`config.mk`:
```
export PLATFORM = sky130hd
export DESIGN_NAME = grid_sequencer
export DESIGN_NICKNAME = d
export VERILOG_FILES = /design/src/hw/arb_pkg.sv /design/src/hw/grid_sequencer.sv
export SDC_FILE = /design/constraint.sdc
export NUM_CORES = 1
export LEC_CHECK = 0
export ABC_AREA = 1
export BUFFER_PORTS_ARGS = -buffer_cell sky130_fd_sc_hd__buf_2
export CORE_UTILIZATION = 45
export CTS_CLUSTER_DIAMETER = 60
export DETAILED_ROUTE_END_ITERATION = 8
export PLACE_DENSITY = 0.95
export SYNTH_ARGS = -nofsm -noshare
export SYNTH_HDL_FRONTEND = slang
export SYNTH_SLANG_ARGS = --single-unit
```
`constraint.sdc`:
```
create_clock -name clk_i -period 2.8 [get_ports clk_i]
set_input_delay 0 -clock clk_i [delete_from_list [all_inputs] [get_ports clk_i]]
set_output_delay 0 -clock clk_i [all_outputs]
set_load 0.02 [all_outputs]
```
`src/hw/arb_pkg.sv`:
```
// Grid arbiter shared definitions
package arb_pkg;

    // Grid dimensions
    localparam int GRID_ROWS = 8;                    // Requester rows
    localparam int GRID_COLS = 8;                    // Requester columns

    localparam int ROW_IDX_W = $clog2(GRID_ROWS);    // Row index width
    localparam int COL_IDX_W = $clog2(GRID_COLS);    // Column index width

    // Sequencer phases
    typedef enum logic [1:0] {
        PH_IDLE       = 2'b00,                       // Waiting for enable
        PH_ROW_SELECT = 2'b01,                       // Picking next row
        PH_COL_GRANT  = 2'b10                        // Granting cells of latched row
    } phase_t;

    // One granted cell as one-hot vectors and as indices
    typedef struct packed {
        logic                 valid;                 // Grant strobe this cycle
        logic [GRID_ROWS-1:0] row_gnt;               // One-hot row
        logic [GRID_COLS-1:0] col_gnt;               // One-hot column
        logic [ROW_IDX_W-1:0] row_idx;               // Row index
        logic [COL_IDX_W-1:0] col_idx;               // Column index
    } cell_grant_t;

endpackage

```
`src/hw/grid_sequencer.sv`:
```
// Grid arbiter phase sequencer
`timescale 1ns/100ps

module grid_sequencer
    import arb_pkg::*;
(
    input  logic                                 clk_i,       // Clock
    input  logic                                 reset_i,     // Async reset, active high
    input  logic                                 enable_i,    // Arbitration enable level
    input  logic [GRID_ROWS-1:0][GRID_COLS-1:0]  req_i,       // Request matrix, row then column
    input  logic [GRID_ROWS-1:0]                 row_gnt_i,   // Row arbiter one-hot grant
    input  logic [ROW_IDX_W-1:0]                 row_idx_i,   // Row arbiter grant index
    input  logic                                 row_any_i,   // Some row requests
    input  logic [GRID_COLS-1:0]                 col_gnt_i,   // Column arbiter one-hot grant
    input  logic [COL_IDX_W-1:0]                 col_idx_i,   // Column arbiter grant index
    input  logic                                 col_any_i,   // Unserved column pending
    output logic [GRID_ROWS-1:0]                 row_req_o,   // Per-row request reduction
    output logic                                 row_take_o,  // Row latched this cycle
    output logic [GRID_COLS-1:0]                 col_req_o,   // Unserved requests of latched row
    output logic                                 col_take_o,  // Column granted this cycle
    output cell_grant_t                          grant_o      // Cell grant to top level
);

    phase_t               phase_q;        // Current phase
    phase_t               phase_d;        // Next phase
    logic [ROW_IDX_W-1:0] row_q;          // Latched row index
    logic [GRID_ROWS-1:0] row_oh_q;       // Latched row, one-hot
    logic [GRID_COLS-1:0] served_q;       // Columns already granted in this visit
    logic [GRID_COLS-1:0] live_cols;      // Latched row requests not yet served
    logic [GRID_COLS-1:0] left_cols;      // Still unserved after this cycle's grant

    // OR of each row feeds the row arbiter
    always_comb begin
        for (int r = 0; r < GRID_ROWS; r++) begin
            row_req_o[r] = |req_i[r];
        end
    end

    // Column requests only during a visit, minus served columns
    assign live_cols = req_i[row_q] & ~served_q;
    assign col_req_o = (phase_q == PH_COL_GRANT) ? live_cols : '0;
    assign left_cols = col_req_o & ~col_gnt_i;    // Work remaining after current grant

    // Phase transitions and take strobes
    always_comb begin
        phase_d    = phase_q;
        row_take_o = 1'b0;
        col_take_o = 1'b0;
        case (phase_q)
            PH_IDLE: begin
                if (enable_i) begin
                    phase_d = PH_ROW_SELECT;      // Start arbitrating
                end
            end

            PH_ROW_SELECT: begin
                // Enable sampled only here, between visits
                if (!enable_i) begin
                    phase_d = PH_IDLE;
                end else if (row_any_i) begin
                    row_take_o = 1'b1;            // Latch winner, rotate row pointer
                    phase_d    = PH_COL_GRANT;
                end
            end

            PH_COL_GRANT: begin
                if (col_any_i) begin
                    col_take_o = 1'b1;            // Grant one cell this cycle
                    if (left_cols == '0) begin
                        phase_d = PH_ROW_SELECT;  // Last cell of the visit
                    end
                end else begin
                    phase_d = PH_ROW_SELECT;      // Requests dropped, end visit
                end
            end

            default: begin
                phase_d = PH_IDLE;                // Recover from illegal encoding
            end
        endcase
    end

    always_ff @(posedge clk_i or posedge reset_i) begin
        if (reset_i) begin
            phase_q  <= PH_IDLE;
            row_q    <= '0;
            row_oh_q <= '0;
            served_q <= '0;
        end else begin
            phase_q <= phase_d;
            if (row_take_o) begin
                row_q    <= row_idx_i;            // New visit
                row_oh_q <= row_gnt_i;
                served_q <= '0;                   // Fresh mask per visit
            end else if (col_take_o) begin
                served_q <= served_q | col_gnt_i; // Each column once per visit
            end
        end
    end

    // Grant fields, valid only on a column take
    always_comb begin
        grant_o.valid   = col_take_o;
        grant_o.row_gnt = row_oh_q;
        grant_o.col_gnt = col_gnt_i;
        grant_o.row_idx = row_q;
        grant_o.col_idx = col_idx_i;
    end

    // A granted cell is requested in the live matrix
    a_grant_requested: assert property (@(posedge clk_i) disable iff (reset_i)
        grant_o.valid |-> req_i[grant_o.row_idx][grant_o.col_idx]);

    // Column takes happen only inside a visit
    a_take_in_visit: assert property (@(posedge clk_i) disable iff (reset_i)
        col_take_o |-> (phase_q == PH_COL_GRANT));

    // Phase register holds a legal encoding
    a_phase_legal: assert property (@(posedge clk_i) disable iff (reset_i)
        phase_q inside {PH_IDLE, PH_ROW_SELECT, PH_COL_GRANT});

endmodule

```
* After elaboration in Yosys (flattened, before gate mapping) *
Index checks and enable logic that the tools add are counted.

cells by class
  reductions and logical operators = 12
  bitwise gates (word level) = 5
  magnitude comparators = 1
  mux-type cells = 16
  eq/ne operators = 5

operators with widths
  operator                                                                number
  8-bit OR reduction                                                      8
  8-bit 2-to-1 mux                                                        4
  8-bit binary-select mux with 3-bit select                               1
  8-bit bitwise AND                                                       2
  8-bit inverter                                                          2
  2-bit 2-to-1 mux                                                        5
  8-bit logical NOT                                                       1
  8-bit OR                                                                1
  2-bit case mux with 3 select lines                                      1
  1-bit 2-to-1 mux                                                        5
  3-bit by 4-bit < comparator with 1-bit output (second input constant)   1
  3-bit by 2-bit != test with 1-bit output (second input constant)        1
  3-bit != test (second input constant)                                   1
  3-bit AND reduction                                                     1
  2-bit by 1-bit equality test with 1-bit output (second input constant)  1
  2-bit equality test (second input constant)                             1
  2-bit logical NOT                                                       1
  2-bit != test (second input constant)                                   1
  2-bit nonzero test                                                      1

storage, ports and cells
  flip-flop bits (word level) = 21
  output and inout port bits = 41
  logic and storage cells = 43
  input port bits = 91

* Logic depth before layout (Yosys ltp) *
Gate-level depths: netlist of run 1.

  depth in word-level cells = 9
  depth in mapped cells = 14
  depth with buffers taken out = 12

* Least setup slack after synthesis of run 1 *
Ideal clock, no wire load.

  path kind = reg2reg
  from = reg row_q[0]
  to = reg phase_q[0]
  path buffers = 2
  data arrival time = 1.392 ns
  period minus slack after synthesis = 1.509 ns
  cell stages (with the launch flop) = 15
  library setup time = 0.117 ns
  slack = 1.291 ns
  cell sequence = dfrtp_1 buf_6 inv_4 buf_6 nand2_1 nand3_1 nand2_1 nand2_1 nand4_1 nand2_1 nor2_1 nand2_1 nand2_1 nand3_1 nand2_1

between the ends
  word-level cells in the longest chain between the ends = 8

ends and longest elaborated chain
  element                                             RTL line              RTL
  start: declaration                                  grid_sequencer.sv:26  logic [ROW_IDX_W-1:0] row_q;
  start signal: assignment                            grid_sequencer.sv:92  row_q <= row_idx_i;
  8-bit binary-select mux with 3-bit select           grid_sequencer.sv:40  assign live_cols = req_i[row_q] & ~served_q;
  8-bit 2-to-1 mux (implied by the code)              grid_sequencer.sv:40
  8-bit bitwise AND                                   grid_sequencer.sv:40
  8-bit 2-to-1 mux                                    grid_sequencer.sv:41  assign col_req_o = (phase_q == PH_COL_GRANT) ? live_cols : '0;
  8-bit bitwise AND                                   grid_sequencer.sv:42  assign left_cols = col_req_o & ~col_gnt_i;
  8-bit logical NOT                                   grid_sequencer.sv:69  if (left_cols == '0) begin
  3-bit by 2-bit != test with 1-bit output (no line)  --
  3-bit AND reduction (no line)                       --
  end signal: assignment                              grid_sequencer.sv:90  phase_q <= phase_d;
  end: declaration                                    grid_sequencer.sv:24  phase_t phase_q;

Every way passes these cells. The select of a mux whose other input is x is not followed.
A chain may end at the register's enable or synchronous reset.

* Final worst setup path of run 1 *
  from = reg row_q[0]
  to = out col_req_o[4]

between the ends
  word-level cells in the longest chain between the ends = 4

ends and longest elaborated chain
  element                                    RTL line              RTL
  8-bit binary-select mux with 3-bit select  grid_sequencer.sv:40
  8-bit 2-to-1 mux (implied by the code)     grid_sequencer.sv:40
  8-bit bitwise AND                          grid_sequencer.sv:40
  8-bit 2-to-1 mux                           grid_sequencer.sv:41
  end: declaration                           grid_sequencer.sv:19  output logic [GRID_COLS-1:0] col_req_o,

Every way passes these cells. The select of a mux whose other input is x is not followed.

==> impl_metrics.yaml, run 1 <==
synth:
  mapped_cell_area_um2: 1870
  synth_fp_nets: 402
  synthDistinctLibCells: 17
  synth_top_cells_by_area: "sky130_fd_sc_hd__nand2_1 (30%), sky130_fd_sc_hd__dfrtp_1 (28%), sky130_fd_sc_hd__nand3_1 (9.1%), sky130_fd_sc_hd__nor4_1 (5.4%), sky130_fd_sc_hd__buf_4 (5.2%)"
  ys_seq_area_frac: 0.282
  synth.top_cell.area_share: 0.300
  postSynthAreaPerCell_um2: 6.00
  yosysWarningCount: 0
  synth-seq-cells: 21
  post-synth-top-area-cell: "sky130_fd_sc_hd__nand2_1"
  synthCells: 311
sta:
  max_freq_mhz: 519
  post-route-period-util: 0.688
  final-hold-violation-count: 0
  timing.final.setup_violations: 0
  final.min_clock_period_ns: 1.93
  setup_total_negative_slack_ns: 0
  slew_violations: 0
  finalClockSkew_ns: 0.00393
  rsz_0062_raised_after_global_routing: "no"
  slew_headroom: 0.468
  tightestPinTransition_ns: 0.797
clock_tree:
  cts_max_level: 1
  clock_insertion_delay_worst_skew_ns: 0.27
  clk_pin_slew_worst_paths_ns: 0.08
  clock_tree.buffer_depth: 2
  cts_hold_buffers_added: 17
  total_clock_sinks: 21
  cts_tree: "built"
  post-cts-setup-buffer-count: 0
  cts_resized: 0
  cts-root-buf: "sky130_fd_sc_hd__clkbuf_8"
  cts_made_buffers: 3
placement:
  placedCellCount: 462
  numPortBuffers: 125
  finalWeightedCongestion: 0.910
  dp_hpwl_um: 4540
worst_setup_path:
  path_delay_family: "flip-flops"
  worst-path-buf-inv: 2
  critical_path_peak_fanout: 18
  timing.critical_path.arrival_ns: 1.93
  critPathMostFrequentCell: "sky130_fd_sc_hd__nand2_1"
  setup_cp_type: "reg -> out"
  worst-endpoint-required_ns: 2.80
  worst_setup_path_end_kind: "output port"
  critical-path-slowest-cell: "sky130_fd_sc_hd__dfrtp_1"
  timing.critical_path.cells: "buf_4 > nand2_1 > nand3_1 > nand2_1 > nand2_1 > and3_1 > buf_2"
  setup.worst_path.start_class: "flop"
  worst_path_largest_cell_delay_ns: 0.69
route:
  detail-route-antenna-nets: 0
  viasPerCell: 5.16
  drtIter0Drc: 192
  post-route-drc-count: 0
  postRouteWirelength_um: 5960
  tritonroute_pass_1_iters: 5
  vias: 2490
  wire_per_inst_um: 12.3
pwr:
  power.internal_w: 0.000961
  p_per_area_nw_per_um2: 761
  p_sw_frac: 0.510
  power_frac_seq: 0.312
  irDropWorstVdd_mv: 0.521
  power.total_w: 0.00196
  netSwitchingPower_w: 0.00100
  p_clk_frac: 0.104
  leakage_nw: 1.51
  comb_power_share: 0.584
cells_and_area:
  fin_nets: 525
  final_common_cell: "sky130_fd_sc_hd__nand2_1"
  filler_cell_count: 366
  post-route-util: 0.644
  layout_cells_sized_above_1: 0.316
  final_cell_mix: "sky130_fd_sc_hd__nand2_1 (149), sky130_fd_sc_hd__buf_2 (125), sky130_fd_sc_hd__nand3_1 (34)"
  multiInputGateArea_um2: 1040
  insertedDiodeCount: 0
  instances_no_fill: 483
  area.growth.synth_to_final_pct: 38.1
  area_of_all_sequential_standard_cells_um2: 526
status:
  status: "finished clean"
grt:
  grt_antenna_before_repair: 0
  grt_overflow_total: 0
  first_global_vias: 2233
  track_usage: 0.285
  global_route_wire_length_before_repair_um: 9580
  grt_start_max_net_pins: 34
floorplan:
  die-width_um: 66.4
  rows: 23
  fp.coreArea_um2: 4000
  initial_utilization: 0.467
  dieHeight_um: 66.4
  io_pins: 132
  area_of_the_die_um2: 4410
worst_hold_path:
  timing.hold.worst.class: "in -> out"
run:
  timing.max_cap.violations: 0
cell type report:
cell class              instances  share of cell area
multi-input cells             241               0.405
flip-flops and latches         21               0.204
well taps                      50              0.0243
clock buffers                   3              0.0160
clock inverters                 1             0.00194
repair buffers                143               0.312
inverters                      24              0.0369
power by group through the flow:
| stage | Sequential (W) | Clock, W | Combinational (W) |
|---|---|---|---|
| floorplan | 0.000624 | 0 | 0.000891 |
| global placement | 0.000603 | 0 | 0.00109 |
| detailed placement | 0.000610 | 0 | 0.00112 |
| CTS | 0.000608 | 0.000205 | 0.00114 |
| global route | 0.000641 | 0.000220 | 0.00129 |
| finish | 0.000612 | 0.000204 | 0.00115 |
synthesized netlist by cell type (all sizes together):
| library cell | instances |
|---|---|
| nor4 | 16 |
| inv | 24 |
| nor2 | 14 |
| buf | 25 |
| and3 | 8 |
| o21ai | 3 |
| nand3 | 34 |
| dfrtp | 21 |
| nand2 | 149 |
| nor3 | 1 |
| a21oi | 8 |
| nand4 | 8 |
metal layers:
layer / up-vias / track usage / wire length (um)
met3: 11 / 0.0362 / 429
met5: - / 0 / 0
met4: 0 / 0.0878 / 100
met1: 1125 / 0.352 / 2490
met2: 117 / 0.509 / 2940
li1: 1237 / - / -
final timing paths:
check	cells after the start	to	slack, ns	startpoint
min in group asynchronous	3	row_oh_q[1]	0.44	reset_i
max in group asynchronous	3	served_q[4]	1.86	reset_i
max reg2reg	12	phase_q[0]	0.89	row_q[0]
min reg2reg	2	row_oh_q[3]	0.49	row_oh_q[3]
min	0	grant_o[0]	0.00004	col_idx_i[0]
max	7	col_req_o[4]	0.87	row_q[0]
worst reg2reg max path: stages, from the launching register on:
cell,delay [ns]
sky130_fd_sc_hd__dfrtp_1,0.69
sky130_fd_sc_hd__buf_4,0.31
sky130_fd_sc_hd__nand2_1,0.09
sky130_fd_sc_hd__nand3_1,0.09
sky130_fd_sc_hd__nand2_1,0.06
sky130_fd_sc_hd__nand2_1,0.09
sky130_fd_sc_hd__nand4_1,0.08
sky130_fd_sc_hd__nand2_1,0.07
sky130_fd_sc_hd__nor2_1,0.04
sky130_fd_sc_hd__nand2_1,0.06
sky130_fd_sc_hd__nand2_1,0.06
sky130_fd_sc_hd__nand3_1,0.09
sky130_fd_sc_hd__nand2_1,0.06
stage by stage:
| stage | hold WS (ns) | area, um2 | worst slack, ns |
|---|---|---|---|
| 6_report | 0.0000398 | 2580 | 0.874 |
| 2_1_floorplan | -0.0235 | 1870 | 1.29 |
| 3_3_place_gp | 0.000149 | 2360 | 1.01 |
| 5_1_grt | 0.0000667 | 2580 | 0.657 |
| 3_5_place_dp | 0.000149 | 2360 | 0.920 |
| 4_1_cts | 0.000149 | 2580 | 0.873 |
registers in the layout (all words and copies together), names as in the netlist:
| signal | flops |
|---|---|
| phase_q | 2 |
| served_q | 8 |
| row_q | 3 |
| row_oh_q | 8 |
cells by family (layout without fill, tap and decap cells):
| group | count (synthesis) | count (layout) | share of synthesized area |
|---|---|---|---|
| AOI/OAI and AO/OA | 11 | 11 | 0.0295 |
| buffers and inverters | 49 | 171 | 0.159 |
| DFF | 21 | 21 | 0.281 |
| and+or+nand+nor | 230 | 230 | 0.530 |
No activity file was read; power rests on OpenSTA's default activity.
==> inputs of run 2 (changes only) <==
- CORE_UTILIZATION: 45 -> 42
- PLACE_DENSITY: 0.95 -> 0.9
- clock period: 2.8 -> 1.85 ns (I/O delays scaled with it)
==> impl_metrics.yaml, run 2 (synthesized netlist as in run 1, its figures left out) <==
worst_hold_path:
  timing.hold.worst.class: "in -> out"
  min-delay-start: "col_idx_i[2]"
route:
  detail-route-antenna-nets: 0
  wire_per_inst_um: 12.8
  viasPerCell: 5.32
  tritonroute_pass_1_iters: 5
  post-route-drc-count: 0
  vias: 2574
  drtIter0Drc: 226
  postRouteWirelength_um: 6210
sta:
  slew_headroom: 0.479
  slew_violations: 0
  timing.final.setup_violations: 0
  final-hold-violation-count: 0
  max_freq_mhz: 596
  final.min_clock_period_ns: 1.68
  setup_total_negative_slack_ns: 0
  rsz_0062_raised_after_global_routing: "no"
  post-route-period-util: 0.907
  finalClockSkew_ns: 0.00344
  hold_slack_ns: 0.00000649
  tightestPinTransition_ns: 0.781
pwr:
  p_clk_frac: 0.101
  leakage_nw: 1.52
  power_frac_seq: 0.278
  irDropWorstVdd_mv: 1.38
  p_sw_frac: 0.513
  p_per_area_nw_per_um2: 1170
  power.internal_w: 0.00147
  comb_power_share: 0.621
  netSwitchingPower_w: 0.00155
grt:
  track_usage: 0.264
  grt_antenna_before_repair: 0
  grt_start_max_net_pins: 34
  global_route_wire_length_before_repair_um: 9290
  grt_overflow_total: 0
  first_global_vias: 2199
floorplan:
  dieHeight_um: 68.7
  rows: 23
  io_pins: 132
  initial_utilization: 0.450
  die-width_um: 68.7
  fp.coreArea_um2: 4140
  area_of_the_die_um2: 4720
worst_setup_path:
  worst_setup_path_end_kind: "output port"
  setup.worst_path.start_class: "flop"
  crit_start: "row_q[0]"
  critical_path_peak_fanout: 33
  worst-endpoint-required_ns: 1.85
  timing.critical_path.arrival_ns: 1.68
  critical_path.reg2reg.startpoint: "row_q[0]"
  setup_cp_type: "reg -> out"
cells_and_area:
  filler_cell_count: 394
  layout_cells_sized_above_1: 0.320
  area_of_all_sequential_standard_cells_um2: 526
  final_common_cell: "sky130_fd_sc_hd__nand2_1"
  multiInputGateArea_um2: 1040
  insertedDiodeCount: 0
  area.growth.synth_to_final_pct: 38.3
  largestRegisters: "row_oh_q: 8 flops, served_q: 8 flops, row_q: 3 flops"
  final_cell_mix: "sky130_fd_sc_hd__nand2_1 (149), sky130_fd_sc_hd__buf_2 (125), sky130_fd_sc_hd__nand3_1 (34)"
  fin_nets: 526
clock_tree:
  total_clock_sinks: 21
  cts_tree: "built"
  cts_max_level: 1
  cts_made_buffers: 3
  cts_resized: 0
  cts-root-buf: "sky130_fd_sc_hd__clkbuf_8"
  clock_tree.buffer_depth: 2
  clk_pin_slew_worst_paths_ns: 0.08
  clock_insertion_delay_worst_skew_ns: 0.26
placement:
  dp_hpwl_um: 4710
  numPortBuffers: 125
  finalWeightedCongestion: 0.891
status:
  status: "finished clean"
run:
  timing.max_cap.violations: 0
run 2: cell count changes in the layout (fill, tap and decap cells not counted):
| cell | change |
|---|---|
| sky130_fd_sc_hd__buf_4 | +2 |
| sky130_fd_sc_hd__dlygate4sd3_1 | -1 |
run 2: critical path: stages, from the launching register on:
cell                      delay [ns]
sky130_fd_sc_hd__dfrtp_1        0.40
sky130_fd_sc_hd__buf_4          0.32
sky130_fd_sc_hd__nand2_1        0.10
sky130_fd_sc_hd__nand3_1        0.10
sky130_fd_sc_hd__nand2_1        0.06
sky130_fd_sc_hd__nand2_1        0.10
sky130_fd_sc_hd__and3_1         0.17
sky130_fd_sc_hd__buf_2          0.16
run 2: cell type report:
cell class,instances,share of cell area
multi-input combinational,241,0.405
timing repair buffer,144,0.313
sequential,21,0.203
inverter,24,0.0368
tap,50,0.0242
clock buffer,3,0.0160
clock inverter,1,0.00194
run 2: repair_timing:
action	in CTS	in global routing
hold buffers	15	1
endpoints found under the hold margin	35	1
setup buffers	0	0
run 2: metrics by stage:
step | area [um2] | worst slack [ns] | cells | util | total power [W]
4_1_cts | 2570 | 0.189 | 483 | 0.621 | 0.00299
3_5_place_dp | 2380 | 0.215 | 464 | 0.573 | 0.00266
5_1_grt | 2580 | 0.00299 | 484 | 0.623 | 0.00330
2_1_floorplan | 1870 | 0.341 | 311 | - | 0.00229
3_3_place_gp | 2380 | 0.289 | 464 | 0.573 | 0.00260
6_report | 2580 | 0.172 | 484 | 0.623 | 0.00302
run 2: per-layer routing:
layer / global-route usage / wire length, um
met3: 0.0543 / 546
met4: 0.0755 / 143
met2: 0.473 / 3110
met1: 0.315 / 2410
met5: 0 / 0
run 2: worst paths after layout:
path | endpoint | slack (ns) | depth (start not counted)
setup / recovery | col_req_o[4] | 0.17 | 7
hold / removal | grant_o[2] | 0.000006 | 0
setup reg to reg | phase_q[0] | 0.18 | 12
hold reg to reg | row_oh_q[2] | 0.49 | 2
max in group asynchronous | row_oh_q[2] | 0.94 | 3
min in group asynchronous | row_oh_q[3] | 0.42 | 3
run 2: power groups by stage:
stage / Sequential, W / Combinational (W) / Clock [W]
2_1_floorplan: 0.000945 / 0.00135 / 0
3_3_place_gp: 0.000834 / 0.00177 / 0
3_5_place_dp: 0.000839 / 0.00182 / 0
4_1_cts: 0.000838 / 0.00184 / 0.000312
5_1_grt: 0.000868 / 0.00210 / 0.000338
6_report: 0.000841 / 0.00188 / 0.000306
==> inputs of run 3 (changes only) <==
- CORE_UTILIZATION: 42 -> 40
- PLACE_DENSITY: 0.9 -> 0.8
- TNS_END_PERCENT: default -> 100
==> impl_metrics.yaml, run 3 (synthesized netlist as in run 1, its figures left out) <==
status:
  status: "finished clean"
placement:
  finalWeightedCongestion: 0.940
  dp_hpwl_um: 4840
  placedCellCount: 467
  numPortBuffers: 125
route:
  detail-route-antenna-nets: 0
  top_metal_used: "met4"
  post-route-drc-count: 0
  dr_wl_met2_um: 3290
  met1Wirelength_um: 2530
  postRouteWirelength_um: 6400
  drtIter0Drc: 153
  viasPerCell: 5.10
  wire_per_inst_um: 13.1
  vias: 2492
  tritonroute_pass_1_iters: 4
  route.met3.wl_um: 492
clock_tree:
  cts-root-buf: "sky130_fd_sc_hd__clkbuf_8"
  total_clock_sinks: 21
  clock_tree.buffer_depth: 2
  cts_tree: "built"
  clk_pin_slew_worst_paths_ns: 0.08
  cts_made_buffers: 3
  clock_insertion_delay_worst_skew_ns: 0.26
  cts_resized: 0
  cts_max_level: 1
grt:
  grt_start_max_net_pins: 34
  first_global_vias: 2316
  grt_overflow_total: 0
  grt_antenna_before_repair: 0
  track_usage: 0.262
  global_route_wire_length_before_repair_um: 10300
floorplan:
  fp.coreArea_um2: 4410
  dieHeight_um: 70.3
  area_of_the_die_um2: 4940
  initial_utilization: 0.423
  io_pins: 132
  die-width_um: 70.3
  rows: 24
cells_and_area:
  fin_nets: 529
  final_common_cell: "sky130_fd_sc_hd__nand2_1"
  final_cell_mix: "sky130_fd_sc_hd__nand2_1 (149), sky130_fd_sc_hd__buf_2 (125), sky130_fd_sc_hd__nand3_1 (34)"
  area.growth.synth_to_final_pct: 39.9
  layout_cells_sized_above_1: 0.320
  insertedDiodeCount: 0
  instances_no_fill: 489
  largestRegisters: "row_oh_q: 8 flops, served_q: 8 flops, row_q: 3 flops"
  filler_cell_count: 436
run:
  timing.max_cap.violations: 0
sta:
  timing.final.setup_violations: 0
  rsz_0062_raised_after_global_routing: "no"
  slew_headroom: 0.472
  final.min_clock_period_ns: 1.62
  max_freq_mhz: 618
  tightestPinTransition_ns: 0.792
  final-hold-violation-count: 0
  post-route-period-util: 0.875
  slew_violations: 0
  setup_total_negative_slack_ns: 0
  finalClockSkew_ns: 0.00409
pwr:
  p_per_area_nw_per_um2: 1170
  comb_power_share: 0.617
  power_frac_seq: 0.283
  irDropWorstVdd_mv: 0.861
  power.internal_w: 0.00149
  p_clk_frac: 0.100
  netSwitchingPower_w: 0.00156
  leakage_nw: 1.53
  p_sw_frac: 0.512
worst_setup_path:
  setup_cp_type: "reg -> out"
  setup.worst_path.start_class: "flop"
  critical_path_peak_fanout: 11
  timing.critical_path.arrival_ns: 1.62
  worst-endpoint-required_ns: 1.85
  worst_setup_path_end_kind: "output port"
worst_hold_path:
  timing.hold.worst.class: "in -> out"
run 3: cell types whose count changed in the layout (fill, tap and decap cells not counted):
cell / before / now
sky130_fd_sc_hd__buf_4: 3 / 4
sky130_fd_sc_hd__dlygate4sd3_1: 16 / 18
run 3: power by group through the flow:
stage / Clock (W) / Combinational [W] / Sequential [W]
floorplan: 0 / 0.00135 / 0.000945
global placement: 0 / 0.00179 / 0.000852
detailed placement: 0 / 0.00183 / 0.000852
CTS: 0.000308 / 0.00186 / 0.000853
global route: 0.000332 / 0.00214 / 0.000887
finish: 0.000306 / 0.00188 / 0.000863
run 3: worst max-delay path: stages (launching register included):
cell	delay (ns)
sky130_fd_sc_hd__dfrtp_1	0.40
sky130_fd_sc_hd__inv_2	0.07
sky130_fd_sc_hd__nand2_1	0.21
sky130_fd_sc_hd__nor2_2	0.42
sky130_fd_sc_hd__buf_2	0.25
run 3: path summary, 6_finish.rpt:
check,startpoint,to,slack (ns),cells after the start
worst min-delay path,col_idx_i[0],grant_o[0],0.00004,0
worst max-delay path,phase_q[0],col_take_o,0.23,4
min in group asynchronous,reset_i,row_oh_q[7],0.42,3
max in group asynchronous,reset_i,row_q[0],0.93,3
worst min register to register,row_oh_q[4],row_oh_q[4],0.50,2
worst max register to register,row_q[0],phase_q[0],0.26,12
run 3: layout make-up:
| class | instances | area (um2) | share of cell area |
|---|---|---|---|
| inverter | 24 | 95.1 | 0.0364 |
| timing repair buffer | 147 | 836 | 0.320 |
| multi-input combinational | 241 | 1040 | 0.400 |
| sequential | 21 | 526 | 0.201 |
| clock buffer | 3 | 41.3 | 0.0158 |
| clock inverter | 1 | 5.00 | 0.00192 |
| tap | 52 | 65.1 | 0.0249 |
run 3: what timing repair did:
| item | CTS | global route |
|---|---|---|
| hold buffers | 18 | 0 |
| endpoints found under the hold margin | 38 | 0 |
| setup buffers | 0 | 0 |
run 3: per-layer routing:
layer / GRT usage / vias to the layer above
met5: 0 / -
met4: 0.0800 / 0
met3: 0.0303 / 11
met2: 0.477 / 113
met1: 0.317 / 1123
li1: - / 1245
run 3: metrics by stage:
stage	hold slack, ns	total power, W	instance area [um2]	setup WS (ns)	utilization
3_5_place_dp	0.000302	0.00268	2390	0.269	0.541
6_report	0.0000409	0.00305	2610	0.231	0.592
2_1_floorplan	-0.0235	0.00229	1870	0.341	-
5_1_grt	0.0000727	0.00335	2610	0.0538	0.592
3_3_place_gp	0.000302	0.00264	2390	0.331	0.541
4_1_cts	0.000302	0.00302	2610	0.217	0.592
